$ cat src/logic/ahb_ram_pkg.sv
// Shared sizes and types for the AHB-Lite RAM slave.
// Memory size is fixed here. It must be a power of two of at least 8 bytes.
// Only SINGLE/NONSEQ transfers are decoded. Burst, prot and lock feed parity only.
package ahb_ram_pkg;

    // Memory geometry
    localparam int MEM_BYTES = 4096;
    localparam int NUM_LANES = 4;
    localparam int MEM_WORDS = MEM_BYTES / NUM_LANES;
    localparam int WORD_AW   = $clog2(MEM_WORDS);

    // Bus field widths
    localparam int ADDR_W = 32;
    localparam int DATA_W = 32;
    localparam int CHK_W  = 7;
    localparam int PAR_W  = 6;

    // HTRANS encoding, only NONSEQ starts a transfer here
    localparam logic [1:0] HTRANS_IDLE   = 2'b00;
    localparam logic [1:0] HTRANS_BUSY   = 2'b01;
    localparam logic [1:0] HTRANS_NONSEQ = 2'b10;
    localparam logic [1:0] HTRANS_SEQ    = 2'b11;

    // HSIZE encoding up to one word
    localparam logic [2:0] HSIZE_BYTE = 3'b000;
    localparam logic [2:0] HSIZE_HALF = 3'b001;
    localparam logic [2:0] HSIZE_WORD = 3'b010;

    // Bus address
    typedef logic [ADDR_W-1:0] addr_t;

    // One data word
    typedef logic [DATA_W-1:0] word_t;

    // Word index into both arrays
    typedef logic [WORD_AW-1:0] widx_t;

    // Byte enables, bit i covers bits 8*i+7 down to 8*i
    typedef logic [NUM_LANES-1:0] lanes_t;

    // Check code stored beside each word
    typedef logic [CHK_W-1:0] chk_t;

    // Address and control parity
    // bits 0..3 address bytes, bit 4 size/burst/prot/write/mastlock, bit 5 trans
    typedef logic [PAR_W-1:0] par_t;

    // Data-phase state, registered at the end of the address phase
    typedef struct packed {
        logic   active;
        logic   write;
        logic   err;
        widx_t  idx;
        lanes_t lanes;
    } phase_t;

endpackage

$ cat src/logic/ahb_phase_ctrl.sv
// Address-phase front end of the RAM slave.
// Transfers are accepted on HSEL, HREADY and NONSEQ, or on a parity-bad HTRANS.
// Unaligned or oversized transfers are not checked. Sizes above a word act as word.
// Index bits above the memory size are ignored, so the memory aliases.
`timescale 1ns/1ps

module ahb_phase_ctrl (
    input  logic                s_clk_i,
    input  logic                s_resetn_i,

    input  ahb_ram_pkg::addr_t  haddr_i,
    input  logic [1:0]          htrans_i,
    input  logic [2:0]          hsize_i,
    input  logic [2:0]          hburst_i,
    input  logic [3:0]          hprot_i,
    input  logic                hwrite_i,
    input  logic                hmastlock_i,
    input  logic                hsel_i,
    input  ahb_ram_pkg::par_t   hparity_i,
    input  logic                hready_i,

    output ahb_ram_pkg::widx_t  ra_idx_o,
    output ahb_ram_pkg::phase_t ph_o
);
    import ahb_ram_pkg::*;

    par_t   s_parity;
    logic   s_par_err;
    logic   s_trans_bad;
    logic   s_transfer;
    logic   s_accept;
    widx_t  s_idx;
    lanes_t s_lanes;
    phase_t r_ph;

    // Even parity per protected group
    always_comb begin
        s_parity[0] = ^haddr_i[7:0];
        s_parity[1] = ^haddr_i[15:8];
        s_parity[2] = ^haddr_i[23:16];
        s_parity[3] = ^haddr_i[31:24];
        s_parity[4] = (^hsize_i) ^ (^hburst_i) ^ (^hprot_i) ^ hwrite_i ^ hmastlock_i;
        s_parity[5] = ^htrans_i;
    end

    assign s_par_err   = (s_parity != hparity_i);
    assign s_trans_bad = s_parity[5] ^ hparity_i[5];

    // A corrupted HTRANS cannot be trusted to mean IDLE,
    // so it is taken as a transfer and answered with ERROR
    assign s_transfer = s_trans_bad | (htrans_i == HTRANS_NONSEQ);

    // HREADY is low only in the first error cycle,
    // so nothing is accepted there and the second cycle sees a cleared phase
    assign s_accept = hsel_i & hready_i & s_transfer;

    assign s_idx    = haddr_i[WORD_AW+1:2];
    assign ra_idx_o = s_idx;

    // Byte lanes from size and low address bits
    always_comb begin
        case (hsize_i)
            HSIZE_BYTE: s_lanes = lanes_t'(1) << haddr_i[1:0];
            HSIZE_HALF: s_lanes = haddr_i[1] ? 4'b1100 : 4'b0011;
            default:    s_lanes = '1;
        endcase
    end

    always_ff @(posedge s_clk_i or negedge s_resetn_i) begin
        if (!s_resetn_i) begin
            r_ph <= '0;
        end else if (s_accept) begin
            r_ph.active <= 1'b1;
            // Bad parity never reaches the arrays
            r_ph.write  <= hwrite_i & ~s_par_err;
            r_ph.err    <= s_par_err;
            r_ph.idx    <= s_idx;
            r_ph.lanes  <= s_lanes;
        end else begin
            r_ph <= '0;
        end
    end

    assign ph_o = r_ph;

endmodule

$ cat config.mk
export PLATFORM = sky130hd
export DESIGN_NAME = ahb_phase_ctrl
export DESIGN_NICKNAME = d
export VERILOG_FILES = /design/src/logic/ahb_ram_pkg.sv /design/src/logic/ahb_phase_ctrl.sv
export SDC_FILE = /design/constraint.sdc
export NUM_CORES = 1
export LEC_CHECK = 0
export CAP_MARGIN = 20
export CORE_MARGIN = 5
export CORE_UTILIZATION = 51
export DETAILED_ROUTE_END_ITERATION = 10
export DONT_BUFFER_PORTS = 1
export MAX_ROUTING_LAYER = met4
export PLACE_DENSITY = 0.73
export SYNTH_ARGS = -nofsm -noshare
export SYNTH_HDL_FRONTEND = slang
export SYNTH_SLANG_ARGS = --single-unit
$ cat constraint.sdc
create_clock -name s_clk_i -period 0.8 [get_ports s_clk_i]
set_input_delay 0 -clock s_clk_i [delete_from_list [all_inputs] [get_ports s_clk_i]]
set_output_delay 0 -clock s_clk_i [all_outputs]
set_load 0.005 [all_outputs]
==> impl_metrics.env <==
export IMPL_outcome="finished, violations left"
export IMPL_violations="hold timing, setup timing"
export IMPL_critPathArrivalTime_ps=1300
export IMPL_tns_ps=-1126
export IMPL_std_cell_rows=17
export IMPL_cts_root_buf="clkbuf_4"
export IMPL_power_mw=2.145
export IMPL_syn_cell_area_sq_mm=0.001181
export IMPL_htreeDepth=1
export IMPL_ys_top_cells_by_area="dfrtp_1 36%, xnor2_1 22%, ha_1 7.4%, buf_4 6.4%, xnor3_1 5.7%"
export IMPL_syn_nets=171
export IMPL_cts_buffer_depth=2
export IMPL_synth_most_common_cell="xnor2_1"
export IMPL_syn_avg_cell_area_sq_um=10.94
export IMPL_die_h_um=58.13
export IMPL_ys_seq_elements=17
export IMPL_finalWirelength_mm=2.330
export IMPL_drtIter0Drc=12
export IMPL_seq_area_frac_synth_pct=36.02
export IMPL_fin_nets=187
export IMPL_crit_end="ph_o[14]$_DFF_PN0_"
export IMPL_cp_cell_sequence="inv_1, ha_4, xnor2_2, xnor2_1, xnor2_1, or3_4, o31a_1"
export IMPL_path_common_cell="xnor2_1"
export IMPL_holdWs_ps=-171.7
export IMPL_ir_worst_vdd_mv=0.8489
export IMPL_dr_pass1_iters=4
export IMPL_ios=83
export IMPL_dieArea_sq_mm=0.003379
export IMPL_overflow=0
export IMPL_route_detailed_drc=0
export IMPL_hold_viol=17
export IMPL_synth_top_area_share_pct=36.02
export IMPL_hp_class="primary input to asynchronous set/reset pin"
export IMPL_power_density_mw_per_mm2=1471
export IMPL_critPathCaptureType="register"
export IMPL_cp_num_cells=7
export IMPL_num_vias=755
export IMPL_cpMaxStageDelayCell="or3_4"
export IMPL_vias_per_cell=5.000
export IMPL_initial_core_util_pct=53.39
export IMPL_yosysUniqueCellTypes=19
export IMPL_diodes=0
export IMPL_synth_main_ff_cell="dfrtp_1"
export IMPL_fmax_mhz=887.8
export IMPL_die_w_um=58.13
export IMPL_worst_setup_path_start_kind="primary input"
export IMPL_ys_warn_count=0
export IMPL_startpoint="haddr_i[0]"
export IMPL_rsz0062_at_grt="true"
export IMPL_numCtsBuffers=3
export IMPL_first_global_vias=802
export IMPL_clk_pin_slew_ps=90
export IMPL_leakagePower_nw=0.6635
export IMPL_setup_viol=16
export IMPL_port_buffers=0
export IMPL_routedWlPerCell_um=15.43
export IMPL_relSlewSlack_pct=52.44
export IMPL_coreArea_sq_mm=0.002212
export IMPL_period_share_pct=140.8
export IMPL_synth_edf_count=0
export IMPL_timing_final_crit_period_ps=1126
export IMPL_grt_first_pass_wirelength_mm=3.256
export IMPL_max_stage_delay_ps=340
export IMPL_final_layout_size_suffix_gt1_share_pct=21.14
export IMPL_max_slew_worst_pin_slew_ps=713.4
export IMPL_largest_reg_flops=17
export IMPL_routabilityCongestion=0.7654
export IMPL_ant_nets=0
export IMPL_synth_top_cells_by_count="29 x xnor2_1, 17 x dfrtp_1, 10 x buf_4"
export IMPL_drv_slew=0
export IMPL_hpwl_mm=1.836
export IMPL_critical_path_required_ps=970
export IMPL_cts_tree="done"
export IMPL_async_flop_share_pct=100.0
export IMPL_critical_path_top_delay_family="XOR/XNOR gates"
export IMPL_final_setup_worst_slack_ps=-326.4
export IMPL_ctsHoldBuffers=15
export IMPL_grt_max_degree=18
export IMPL_dp_slack_ps=-620.5
export IMPL_crit_buf_inv=1
export IMPL_crit_type="primary input to register"
export IMPL_cp_max_fo=3
export IMPL_cts_sinks=17
export IMPL_grtUsageTotal_pct=13.03
export IMPL_synth_largest_area_cell="dfrtp_1"
export IMPL_areaGrowthSynthToFinish_pct=23.41
export IMPL_antenna_found_initial=0
export IMPL_synth_cells=108
export IMPL_maxCapViolCount=0
layout make-up:
type	count	area, sq um
Timing Repair Buffer	22	212.7
Clock buffer	3	22.52
Inverter	6	22.52
Multi-Input combinational cell	74	734.5
Clock inverter	1	5.005
Sequential cell	17	425.4
Tap cell	28	35.03
Fill cell	185	754.5
cell families (layout without fill, tap and decap cells):
family / Yosys count / in the layout / synth area share [%]
AOI/OAI and AO/OA: 8 / 8 / 4.343
xor gates and xnor gates: 40 / 40 / 33.79
adders and majority gates: 7 / 7 / 7.415
buffers and inverters: 17 / 32 / 8.580
DFF: 17 / 17 / 36.02
and+or+nand+nor: 19 / 19 / 9.852
layout by cell type (no fill, tap or decap):
| cell type | Yosys | routed |
|---|---|---|
| xor2_1 | 7 | 7 |
| and2_1 | 9 | 9 |
| buf_4 | 10 | 5 |
| dfrtp_1 | 17 | 17 |
| buf_6 | 0 | 2 |
| inv_2 | 0 | 4 |
| dlymetal6s4s_1 | 0 | 1 |
| xnor2_1 | 29 | 25 |
| ha_1 | 7 | 4 |
| a21oi_1 | 4 | 4 |
| clkinv_2 | 0 | 1 |
| nor2b_1 | 1 | 1 |
| clkbuf_4 | 0 | 3 |
| dlygate4sd3_1 | 0 | 14 |
| inv_1 | 6 | 2 |
| or3_4 | 1 | 1 |
| xnor2_4 | 0 | 1 |
| ha_4 | 0 | 3 |
| and2_4 | 0 | 1 |
| nor4_2 | 1 | 1 |
| a211oi_1 | 2 | 2 |
| o211ai_1 | 1 | 1 |
| xnor3_1 | 3 | 3 |
| o31a_1 | 1 | 1 |
| xnor2_2 | 1 | 4 |
| nand2_1 | 6 | 6 |
worst min path at each step:
stage | start | endpoint | cells after the start
floorplan | s_resetn_i | ph_o[0]$_DFF_PN0_ | 0
global route | s_resetn_i | ph_o[10]$_DFF_PN0_ | 1
finish | s_resetn_i | ph_o[13]$_DFF_PN0_ | 1
detailed placement | s_resetn_i | ph_o[11]$_DFF_PN0_ | 0
CTS | haddr_i[6] | ra_idx_o[4] | 0
global placement | s_resetn_i | ph_o[12]$_DFF_PN0_ | 0
what timing repair did:
item                       in CTS  in global routing
gates cloned                    0                  1
buffers inserted                1                  0
setup endpoints to repair      12                 33
pin swaps                       1                  5
hold endpoints to repair       32                 17
gates resized for setup         2                  9
per-stage QoR:
step	cell area (sq um)	cells	util, %
detailed placement	1209	130	54.64
CTS	1409	150	63.69
global placement	1209	130	54.64
finish	1458	151	65.89
floorplan	1225	108	-
global route	1458	151	65.89
routing by layer:
layer	track usage [%]	up-vias	routed length, um
met5	-	-	0
met4	6.954	0	59
met3	2.673	6	223
met2	26.13	43	1341
met1	10.74	346	705
li1	-	360	-
report_power, final:
| part | switching (mW) | internal (mW) |
|---|---|---|
| Sequential | 0.0234 | 0.900 |
| Combinational | 0.307 | 0.486 |
| Clock | 0.243 | 0.185 |
| Total | 0.573 | 1.57 |
Power figures use the tool's default switching activity.
