**src/logic/ahb_ram_pkg.sv**
```systemverilog
// Shared sizes and types for the AHB-Lite RAM slave.
// Memory size is fixed here. It must be a power of two of at least 8 bytes.
// Only SINGLE/NONSEQ transfers are decoded. Burst, prot and lock feed parity only.
package ahb_ram_pkg;

    // Memory geometry
    localparam int MEM_BYTES = 4096;
    localparam int NUM_LANES = 4;
    localparam int MEM_WORDS = MEM_BYTES / NUM_LANES;
    localparam int WORD_AW   = $clog2(MEM_WORDS);

    // Bus field widths
    localparam int ADDR_W = 32;
    localparam int DATA_W = 32;
    localparam int CHK_W  = 7;
    localparam int PAR_W  = 6;

    // HTRANS encoding, only NONSEQ starts a transfer here
    localparam logic [1:0] HTRANS_IDLE   = 2'b00;
    localparam logic [1:0] HTRANS_BUSY   = 2'b01;
    localparam logic [1:0] HTRANS_NONSEQ = 2'b10;
    localparam logic [1:0] HTRANS_SEQ    = 2'b11;

    // HSIZE encoding up to one word
    localparam logic [2:0] HSIZE_BYTE = 3'b000;
    localparam logic [2:0] HSIZE_HALF = 3'b001;
    localparam logic [2:0] HSIZE_WORD = 3'b010;

    // Bus address
    typedef logic [ADDR_W-1:0] addr_t;

    // One data word
    typedef logic [DATA_W-1:0] word_t;

    // Word index into both arrays
    typedef logic [WORD_AW-1:0] widx_t;

    // Byte enables, bit i covers bits 8*i+7 down to 8*i
    typedef logic [NUM_LANES-1:0] lanes_t;

    // Check code stored beside each word
    typedef logic [CHK_W-1:0] chk_t;

    // Address and control parity
    // bits 0..3 address bytes, bit 4 size/burst/prot/write/mastlock, bit 5 trans
    typedef logic [PAR_W-1:0] par_t;

    // Data-phase state, registered at the end of the address phase
    typedef struct packed {
        logic   active;
        logic   write;
        logic   err;
        widx_t  idx;
        lanes_t lanes;
    } phase_t;

endpackage

```
**src/logic/ahb_resp_merge.sv**
```systemverilog
// Response side of the RAM slave.
// Good transfers finish in one cycle. A parity error takes the two-cycle ERROR.
// HRDATA is zero outside the selected lanes and when no transfer is active.
`timescale 1ns/1ps

module ahb_resp_merge (
    input  logic                s_clk_i,
    input  logic                s_resetn_i,

    input  ahb_ram_pkg::phase_t ph_i,
    input  ahb_ram_pkg::word_t  rdata_i,
    input  ahb_ram_pkg::chk_t   rchk_i,

    output ahb_ram_pkg::word_t  hrdata_o,
    output ahb_ram_pkg::chk_t   hrchecksum_o,
    output logic                hready_o,
    output logic                hresp_o
);
    import ahb_ram_pkg::*;

    logic s_err_first;
    logic r_err_second;

    // Unselected lanes read as zero
    always_comb begin
        for (int i = 0; i < NUM_LANES; i++) begin
            hrdata_o[i*8 +: 8] = ph_i.lanes[i] ? rdata_i[i*8 +: 8] : 8'h00;
        end
    end

    // Code covers the whole word, so it is passed unmasked
    assign hrchecksum_o = rchk_i;

    // First ERROR cycle comes straight from the data-phase register
    assign s_err_first = ph_i.active & ph_i.err;

    // Second ERROR cycle
    always_ff @(posedge s_clk_i or negedge s_resetn_i) begin
        if (!s_resetn_i) begin
            r_err_second <= 1'b0;
        end else begin
            r_err_second <= s_err_first;
        end
    end

    // HRESP held over both cycles, HREADY low only in the first
    assign hready_o = ~s_err_first;
    assign hresp_o  = s_err_first | r_err_second;

endmodule

```
**config.mk**
```make
export PLATFORM = sky130hd
export DESIGN_NAME = ahb_resp_merge
export DESIGN_NICKNAME = d
export VERILOG_FILES = /design/src/logic/ahb_ram_pkg.sv /design/src/logic/ahb_resp_merge.sv
export SDC_FILE = /design/constraint.sdc
export NUM_CORES = 1
export LEC_CHECK = 0
export BUFFER_PORTS_ARGS = -buffer_cell sky130_fd_sc_hd__buf_4
export CAP_MARGIN = 10
export CORE_MARGIN = 2
export CORE_UTILIZATION = 17
export CTS_CLUSTER_SIZE = 8
export DETAILED_ROUTE_END_ITERATION = 7
export GPL_ROUTABILITY_DRIVEN = 0
export MAX_ROUTING_LAYER = met4
export PLACE_DENSITY_LB_ADDON = 0.3
export SLEW_MARGIN = 40
export SYNTH_ARGS = -nofsm -noshare
export SYNTH_HDL_FRONTEND = slang
export SYNTH_SLANG_ARGS = --single-unit
```
**constraint.sdc**
```tcl
create_clock -name s_clk_i -period 0.8 [get_ports s_clk_i]
set_input_delay 0.08 -clock s_clk_i [delete_from_list [all_inputs] [get_ports s_clk_i]]
set_output_delay 0.08 -clock s_clk_i [all_outputs]
set_load 0.05 [all_outputs]
```
==> impl_metrics.xml, run 1 <==
<?xml version="1.0" encoding="UTF-8"?>
<metrics>
  <group name="place">
    <metric name="hpwl_after_detailed_placement" unit="mm">1.17</metric>
    <metric name="placed_area" unit="um^2">812</metric>
    <metric name="port-buffer-count" unit="">73</metric>
    <metric name="dp.cells" unit="">126</metric>
  </group>
  <group name="floorplan">
    <metric name="design.die.area" unit="um^2">2090</metric>
    <metric name="chipWidth" unit="um">45.7</metric>
    <metric name="placementRows" unit="">15</metric>
    <metric name="core" unit="um^2">1670</metric>
    <metric name="num_io_pins" unit="">99</metric>
    <metric name="chip_height" unit="um">45.7</metric>
    <metric name="initial_utilization" unit="">0.177</metric>
  </group>
  <group name="sta">
    <metric name="maxSlewHeadroom" unit="">0.901</metric>
    <metric name="worstMarginPinSlew" unit="ns">0.150</metric>
    <metric name="unrepaired_setup_endpoints_after_global_routing" unit="">false</metric>
    <metric name="hold_slack" unit="ns">0.160</metric>
    <metric name="min_period_over_period" unit="">0.944</metric>
    <metric name="finalMaxSlewViolations" unit="">0</metric>
    <metric name="final-hold-violation-count" unit="">0</metric>
    <metric name="fmaxAchievable" unit="MHz">1320</metric>
    <metric name="fin_crit" unit="ns">0.755</metric>
    <metric name="setup-tns-final" unit="ns">0</metric>
    <metric name="setup-violations-final" unit="">0</metric>
  </group>
  <group name="global_route">
    <metric name="first_pass_grt_wire_length" unit="mm">1.64</metric>
    <metric name="grt_antenna_before_repair" unit="">0</metric>
    <metric name="grt_start_max_net_pins" unit="">9</metric>
    <metric name="grt_util_all_layers" unit="">0.103</metric>
    <metric name="first_global_vias" unit="">415</metric>
    <metric name="global_route.overflow_total" unit="">0</metric>
  </group>
  <group name="finish">
    <metric name="largest_reg_flops" unit="">1</metric>
    <metric name="drive_above_1_share" unit="">0.664</metric>
    <metric name="instances_no_fill" unit="">127</metric>
    <metric name="commonest_cells_after_routing_fill_and_taps_aside" unit="">73 x buf_4, 33 x and2_1</metric>
    <metric name="num-nets-final" unit="">170</metric>
    <metric name="top_regs" unit="">r_err_second (1)</metric>
    <metric name="most_common_cell_after_layout_fill_and_taps_aside" unit="">buf_4</metric>
    <metric name="stdcell_area" unit="um^2">822</metric>
    <metric name="regMostFlops" unit="">r_err_second</metric>
    <metric name="utilization" unit="">0.492</metric>
    <metric name="antenna_fix_cells" unit="">0</metric>
    <metric name="area_growth_syn_to_layout" unit="%">178</metric>
  </group>
  <group name="drt">
    <metric name="drt-pass1-iter-count" unit="">4</metric>
    <metric name="drtAntennaViolNets" unit="">0</metric>
    <metric name="avgRoutedWirePerCell" unit="um">10.0</metric>
    <metric name="drt_wl_total" unit="mm">1.27</metric>
    <metric name="avg_vias_per_cell" unit="">4.11</metric>
    <metric name="drcViolationCount" unit="">0</metric>
    <metric name="dr.first_iter.drc_count" unit="">4</metric>
    <metric name="num_vias" unit="">522</metric>
  </group>
  <group name="synth">
    <metric name="synth_seq_cells" unit="">1</metric>
    <metric name="syn_area_per_cell" unit="um^2">6.87</metric>
    <metric name="synth_area_leader_cell" unit="">and2_1</metric>
    <metric name="ys.warnings.count" unit="">0</metric>
    <metric name="post_synth_inst_count" unit="">43</metric>
    <metric name="dominant_cells_by_area_after_synthesis" unit="">and2_1 70%, buf_4 18%, dfrtp_1 8.5%, a21o_1 2.5%, nand2_1 1.3%</metric>
    <metric name="synthesis.area" unit="um^2">295</metric>
    <metric name="synth_sequential_area_ratio" unit="">0.0847</metric>
    <metric name="syn_nets" unit="">101</metric>
    <metric name="synthDistinctLibCells" unit="">5</metric>
    <metric name="post-synth-top-area-fraction" unit="">0.699</metric>
  </group>
  <group name="critical_path">
    <metric name="cp_slowest_stage_delay" unit="ns">0.34</metric>
    <metric name="required_arrival_time_at_the_worst_endpoint" unit="ns">0.72</metric>
    <metric name="worstPathMaxFanout" unit="">1</metric>
    <metric name="crit_path_end" unit="">hresp_o</metric>
    <metric name="crit_slowest_cell" unit="">dfrtp_1</metric>
    <metric name="crit_type" unit="">reg -&gt; out</metric>
    <metric name="start_kind" unit="">register</metric>
    <metric name="critical_path.cell_chain" unit="">a21o_1 -&gt; buf_4</metric>
    <metric name="worst_setup_path_startpoint" unit="">r_err_second$_DFF_PN0_</metric>
    <metric name="crit_path_end_kind" unit="">output pin</metric>
    <metric name="worst-endpoint-arrival" unit="ns">0.68</metric>
  </group>
  <group name="clocking">
    <metric name="clkSlewWorstSetupHoldPaths" unit="ns">0</metric>
    <metric name="post-cts-setup-buffers" unit="">0</metric>
  </group>
  <group name="worst_hold_path">
    <metric name="hold_path_class" unit="">in -&gt; out</metric>
  </group>
  <group name="pwr">
    <metric name="cellPowerDensity" unit="nW/um^2">909</metric>
    <metric name="worst_ir_drop_vdd" unit="uV">427</metric>
    <metric name="power.static_leakage" unit="uW">0.000476</metric>
  </group>
  <group name="outcome">
    <metric name="run_status" unit="">completed</metric>
  </group>
  <group name="flow_run">
    <metric name="maxCapViolCount" unit="">0</metric>
  </group>
</metrics>
==> cells by family after synthesis <==
kind of cell           count (synthesis)  synth area share
and+or+nand+nor                       34             0.712
AOI/OAI and AO/OA                      1            0.0254
DFF                                    1            0.0847
buffers and inverters                  7             0.178
==> worst max-delay path: cells and delay by family (launching register included) <==
family	cells	cell delay (ns)
buffers and inverters	1	0.18
flip-flops	1	0.34
AO/OA/AOI/OAI	1	0.15
==> synthesized netlist by cell type <==
| cell type | count |
|---|---|
| and2_1 | 33 |
| a21o_1 | 1 |
| nand2_1 | 1 |
| buf_4 | 7 |
| dfrtp_1 | 1 |
==> timing repair <==
action / CTS / global route
hold buffers: 1 / 0
hold endpoints to repair: 1 / 0
gates resized for setup: 0 / 0
endpoints found under the setup margin: 0 / 0
==> layout make-up <==
class	count	area, um^2
fill	170	848
timing repair buffer	74	558
multi-input combinational	35	218
sequential	1	25.0
tap	17	21.3
==> layer usage <==
layer	wire length, um	global-route usage	vias up
met2	671	0.223	42
met5	0	-	-
li1	-	-	258
met3	210	0.0159	2
met1	387	0.0898	220
met4	4	0.0118	0
==> worst min path at each step <==
stage	startpoint	end	slack, ns	depth (start not counted)
detailed placement	s_resetn_i	r_err_second$_DFF_PN0_	-0.14	1
finish	rchk_i[6]	hrchecksum_o[6]	0.16	0
global route	rchk_i[4]	hrchecksum_o[4]	0.16	0
floorplan	s_resetn_i	r_err_second$_DFF_PN0_	-0.22	0
global placement	s_resetn_i	r_err_second$_DFF_PN0_	-0.14	1
CTS	rchk_i[0]	hrchecksum_o[0]	0.16	0
==> report_power, final <==
part           total, uW  internal (uW)  switching, uW
clock network          0              0              0
logic                693            280            413
registers           54.9           54.1          0.828
==> through the flow <==
step	total power (uW)	setup WS, ns
after floorplan	544	0.0725
after global placement	741	0.0555
after detailed placement	749	0.0507
after CTS	754	0.0471
after global routing	780	0.0313
final	748	0.0450
Note: power is estimated with default switching activity, not from simulation.
==> run 2: changes to the inputs <==
- PLACE_DENSITY: unset -> 0.88
- PLACE_DENSITY_LB_ADDON: 0.3 -> unset
==> run 2 against run 1 <==
Compared with the run above: via count grew 3.8%; global-route usage grew 1.2 points; final area is the same; sequential power is essentially flat; sequential cell count is the same; critical path depth is the same; total power grew 0.29%; wire length shrank 2.0%.
==> impl_metrics.xml, run 2 (same netlist as run 1, synthesis figures left out) <==
<?xml version="1.0" encoding="UTF-8"?>
<metrics>
  <group name="drt">
    <metric name="drtAntennaViolNets" unit="">0</metric>
    <metric name="drt_wl_total" unit="mm">1.25</metric>
    <metric name="avg_vias_per_cell" unit="">4.27</metric>
    <metric name="drcViolationCount" unit="">0</metric>
    <metric name="drt-pass1-iter-count" unit="">1</metric>
    <metric name="avgRoutedWirePerCell" unit="um">9.83</metric>
    <metric name="dr.first_iter.drc_count" unit="">0</metric>
    <metric name="num_vias" unit="">542</metric>
  </group>
  <group name="critical_path">
    <metric name="required_arrival_time_at_the_worst_endpoint" unit="ns">0.72</metric>
    <metric name="crit_type" unit="">reg -&gt; out</metric>
    <metric name="crit_path_end_kind" unit="">output pin</metric>
    <metric name="worstPathMaxFanout" unit="">1</metric>
    <metric name="worst-endpoint-arrival" unit="ns">0.68</metric>
    <metric name="start_kind" unit="">register</metric>
  </group>
  <group name="sta">
    <metric name="setup-tns-final" unit="ns">0</metric>
    <metric name="fmaxAchievable" unit="MHz">1320</metric>
    <metric name="timing.final.ws_setup" unit="ns">0.0441</metric>
    <metric name="worstMarginPinSlew" unit="ns">0.151</metric>
    <metric name="unrepaired_setup_endpoints_after_global_routing" unit="">false</metric>
    <metric name="finalMaxSlewViolations" unit="">0</metric>
    <metric name="fin_crit" unit="ns">0.756</metric>
    <metric name="final-hold-violation-count" unit="">0</metric>
    <metric name="maxSlewHeadroom" unit="">0.900</metric>
    <metric name="min_period_over_period" unit="">0.945</metric>
    <metric name="setup-violations-final" unit="">0</metric>
  </group>
  <group name="finish">
    <metric name="regMostFlops" unit="">r_err_second</metric>
    <metric name="area.sequential" unit="um^2">25.0</metric>
    <metric name="area_growth_syn_to_layout" unit="%">178</metric>
    <metric name="drive_above_1_share" unit="">0.664</metric>
    <metric name="multiInputGateArea" unit="um^2">218</metric>
    <metric name="antenna_fix_cells" unit="">0</metric>
    <metric name="num-nets-final" unit="">170</metric>
    <metric name="largest_reg_flops" unit="">1</metric>
    <metric name="top_regs" unit="">r_err_second (1)</metric>
    <metric name="layout.filler_cells" unit="">163</metric>
    <metric name="most_common_cell_after_layout_fill_and_taps_aside" unit="">buf_4</metric>
    <metric name="commonest_cells_after_routing_fill_and_taps_aside" unit="">73 x buf_4, 33 x and2_1</metric>
  </group>
  <group name="floorplan">
    <metric name="initial_utilization" unit="">0.177</metric>
    <metric name="num_io_pins" unit="">99</metric>
    <metric name="chip_height" unit="um">45.7</metric>
    <metric name="core" unit="um^2">1670</metric>
    <metric name="design.die.area" unit="um^2">2090</metric>
    <metric name="placementRows" unit="">15</metric>
    <metric name="chipWidth" unit="um">45.7</metric>
  </group>
  <group name="clocking">
    <metric name="cts_repair_resize_count" unit="">0</metric>
    <metric name="clkSlewWorstSetupHoldPaths" unit="ns">0</metric>
    <metric name="post-cts-setup-buffers" unit="">0</metric>
    <metric name="hold_buffer_count_at_cts" unit="">1</metric>
  </group>
  <group name="place">
    <metric name="port-buffer-count" unit="">73</metric>
    <metric name="dpl_worst_slack" unit="ns">0.0433</metric>
  </group>
  <group name="outcome">
    <metric name="run_status" unit="">completed</metric>
  </group>
  <group name="pwr">
    <metric name="worst_ir_drop_vdd" unit="uV">440</metric>
    <metric name="power.static_leakage" unit="uW">0.000476</metric>
    <metric name="cellPowerDensity" unit="nW/um^2">912</metric>
  </group>
  <group name="worst_hold_path">
    <metric name="hold_path_class" unit="">in -&gt; out</metric>
    <metric name="worst_hold_path.num_cells" unit="">0</metric>
  </group>
  <group name="global_route">
    <metric name="grt_start_max_net_pins" unit="">9</metric>
    <metric name="grt_util_all_layers" unit="">0.115</metric>
    <metric name="first_global_vias" unit="">490</metric>
    <metric name="first_pass_grt_wire_length" unit="mm">1.86</metric>
    <metric name="global_route.overflow_total" unit="">0</metric>
    <metric name="grt_antenna_before_repair" unit="">0</metric>
  </group>
  <group name="flow_run">
    <metric name="maxCapViolCount" unit="">0</metric>
  </group>
</metrics>
run 2: final timing paths:
kind / startpoint / endpoint / slack [ns]
setup / recovery: r_err_second$_DFF_PN0_ / hresp_o / 0.04
hold / removal: rchk_i[6] / hrchecksum_o[6] / 0.16
max in group asynchronous: s_resetn_i / r_err_second$_DFF_PN0_ / 0.31
min in group asynchronous: s_resetn_i / r_err_second$_DFF_PN0_ / 0.41
run 2: per-stage QoR:
step / std cells / cell area, um^2 / power, uW / hold slack (ns) / utilization
5_1_grt: 127 / 822 / 784 / 0.160 / 0.492
4_1_cts: 127 / 822 / 756 / 0.160 / 0.492
3_3_place_gp: 126 / 812 / 742 / -0.144 / 0.486
6_report: 127 / 822 / 750 / 0.160 / 0.492
3_5_place_dp: 126 / 812 / 751 / -0.141 / 0.486
2_1_floorplan: 43 / 295 / 544 / -0.216 / -
run 2: critical path: stages, from the launching register on:
cell and delay (ns):
dfrtp_1 0.34, a21o_1 0.15, buf_4 0.18
run 2: area by class of cell:
| class | count | area share |
|---|---|---|
| tap | 17 | 0.0259 |
| sequential | 1 | 0.0304 |
| multi-input combinational | 35 | 0.265 |
| timing repair buffer | 74 | 0.679 |
run 2: layer usage:
layer | GRT usage | up-vias | routed length, um
li1 | - | 257 | -
met1 | 0.106 | 226 | 352
met2 | 0.242 | 55 | 609
met3 | 0.0198 | 4 | 270
met4 | 0.0118 | 0 | 16
met5 | - | - | 0
run 2: power by group:
| group | switching (uW) | internal [uW] | leakage, uW |
|---|---|---|---|
| Sequential | 0.740 | 54.1 | 0.0000129 |
| Combinational | 415 | 280 | 0.000463 |
| Clock | 0 | 0 | 0 |
| Total | 416 | 334 | 0.000476 |
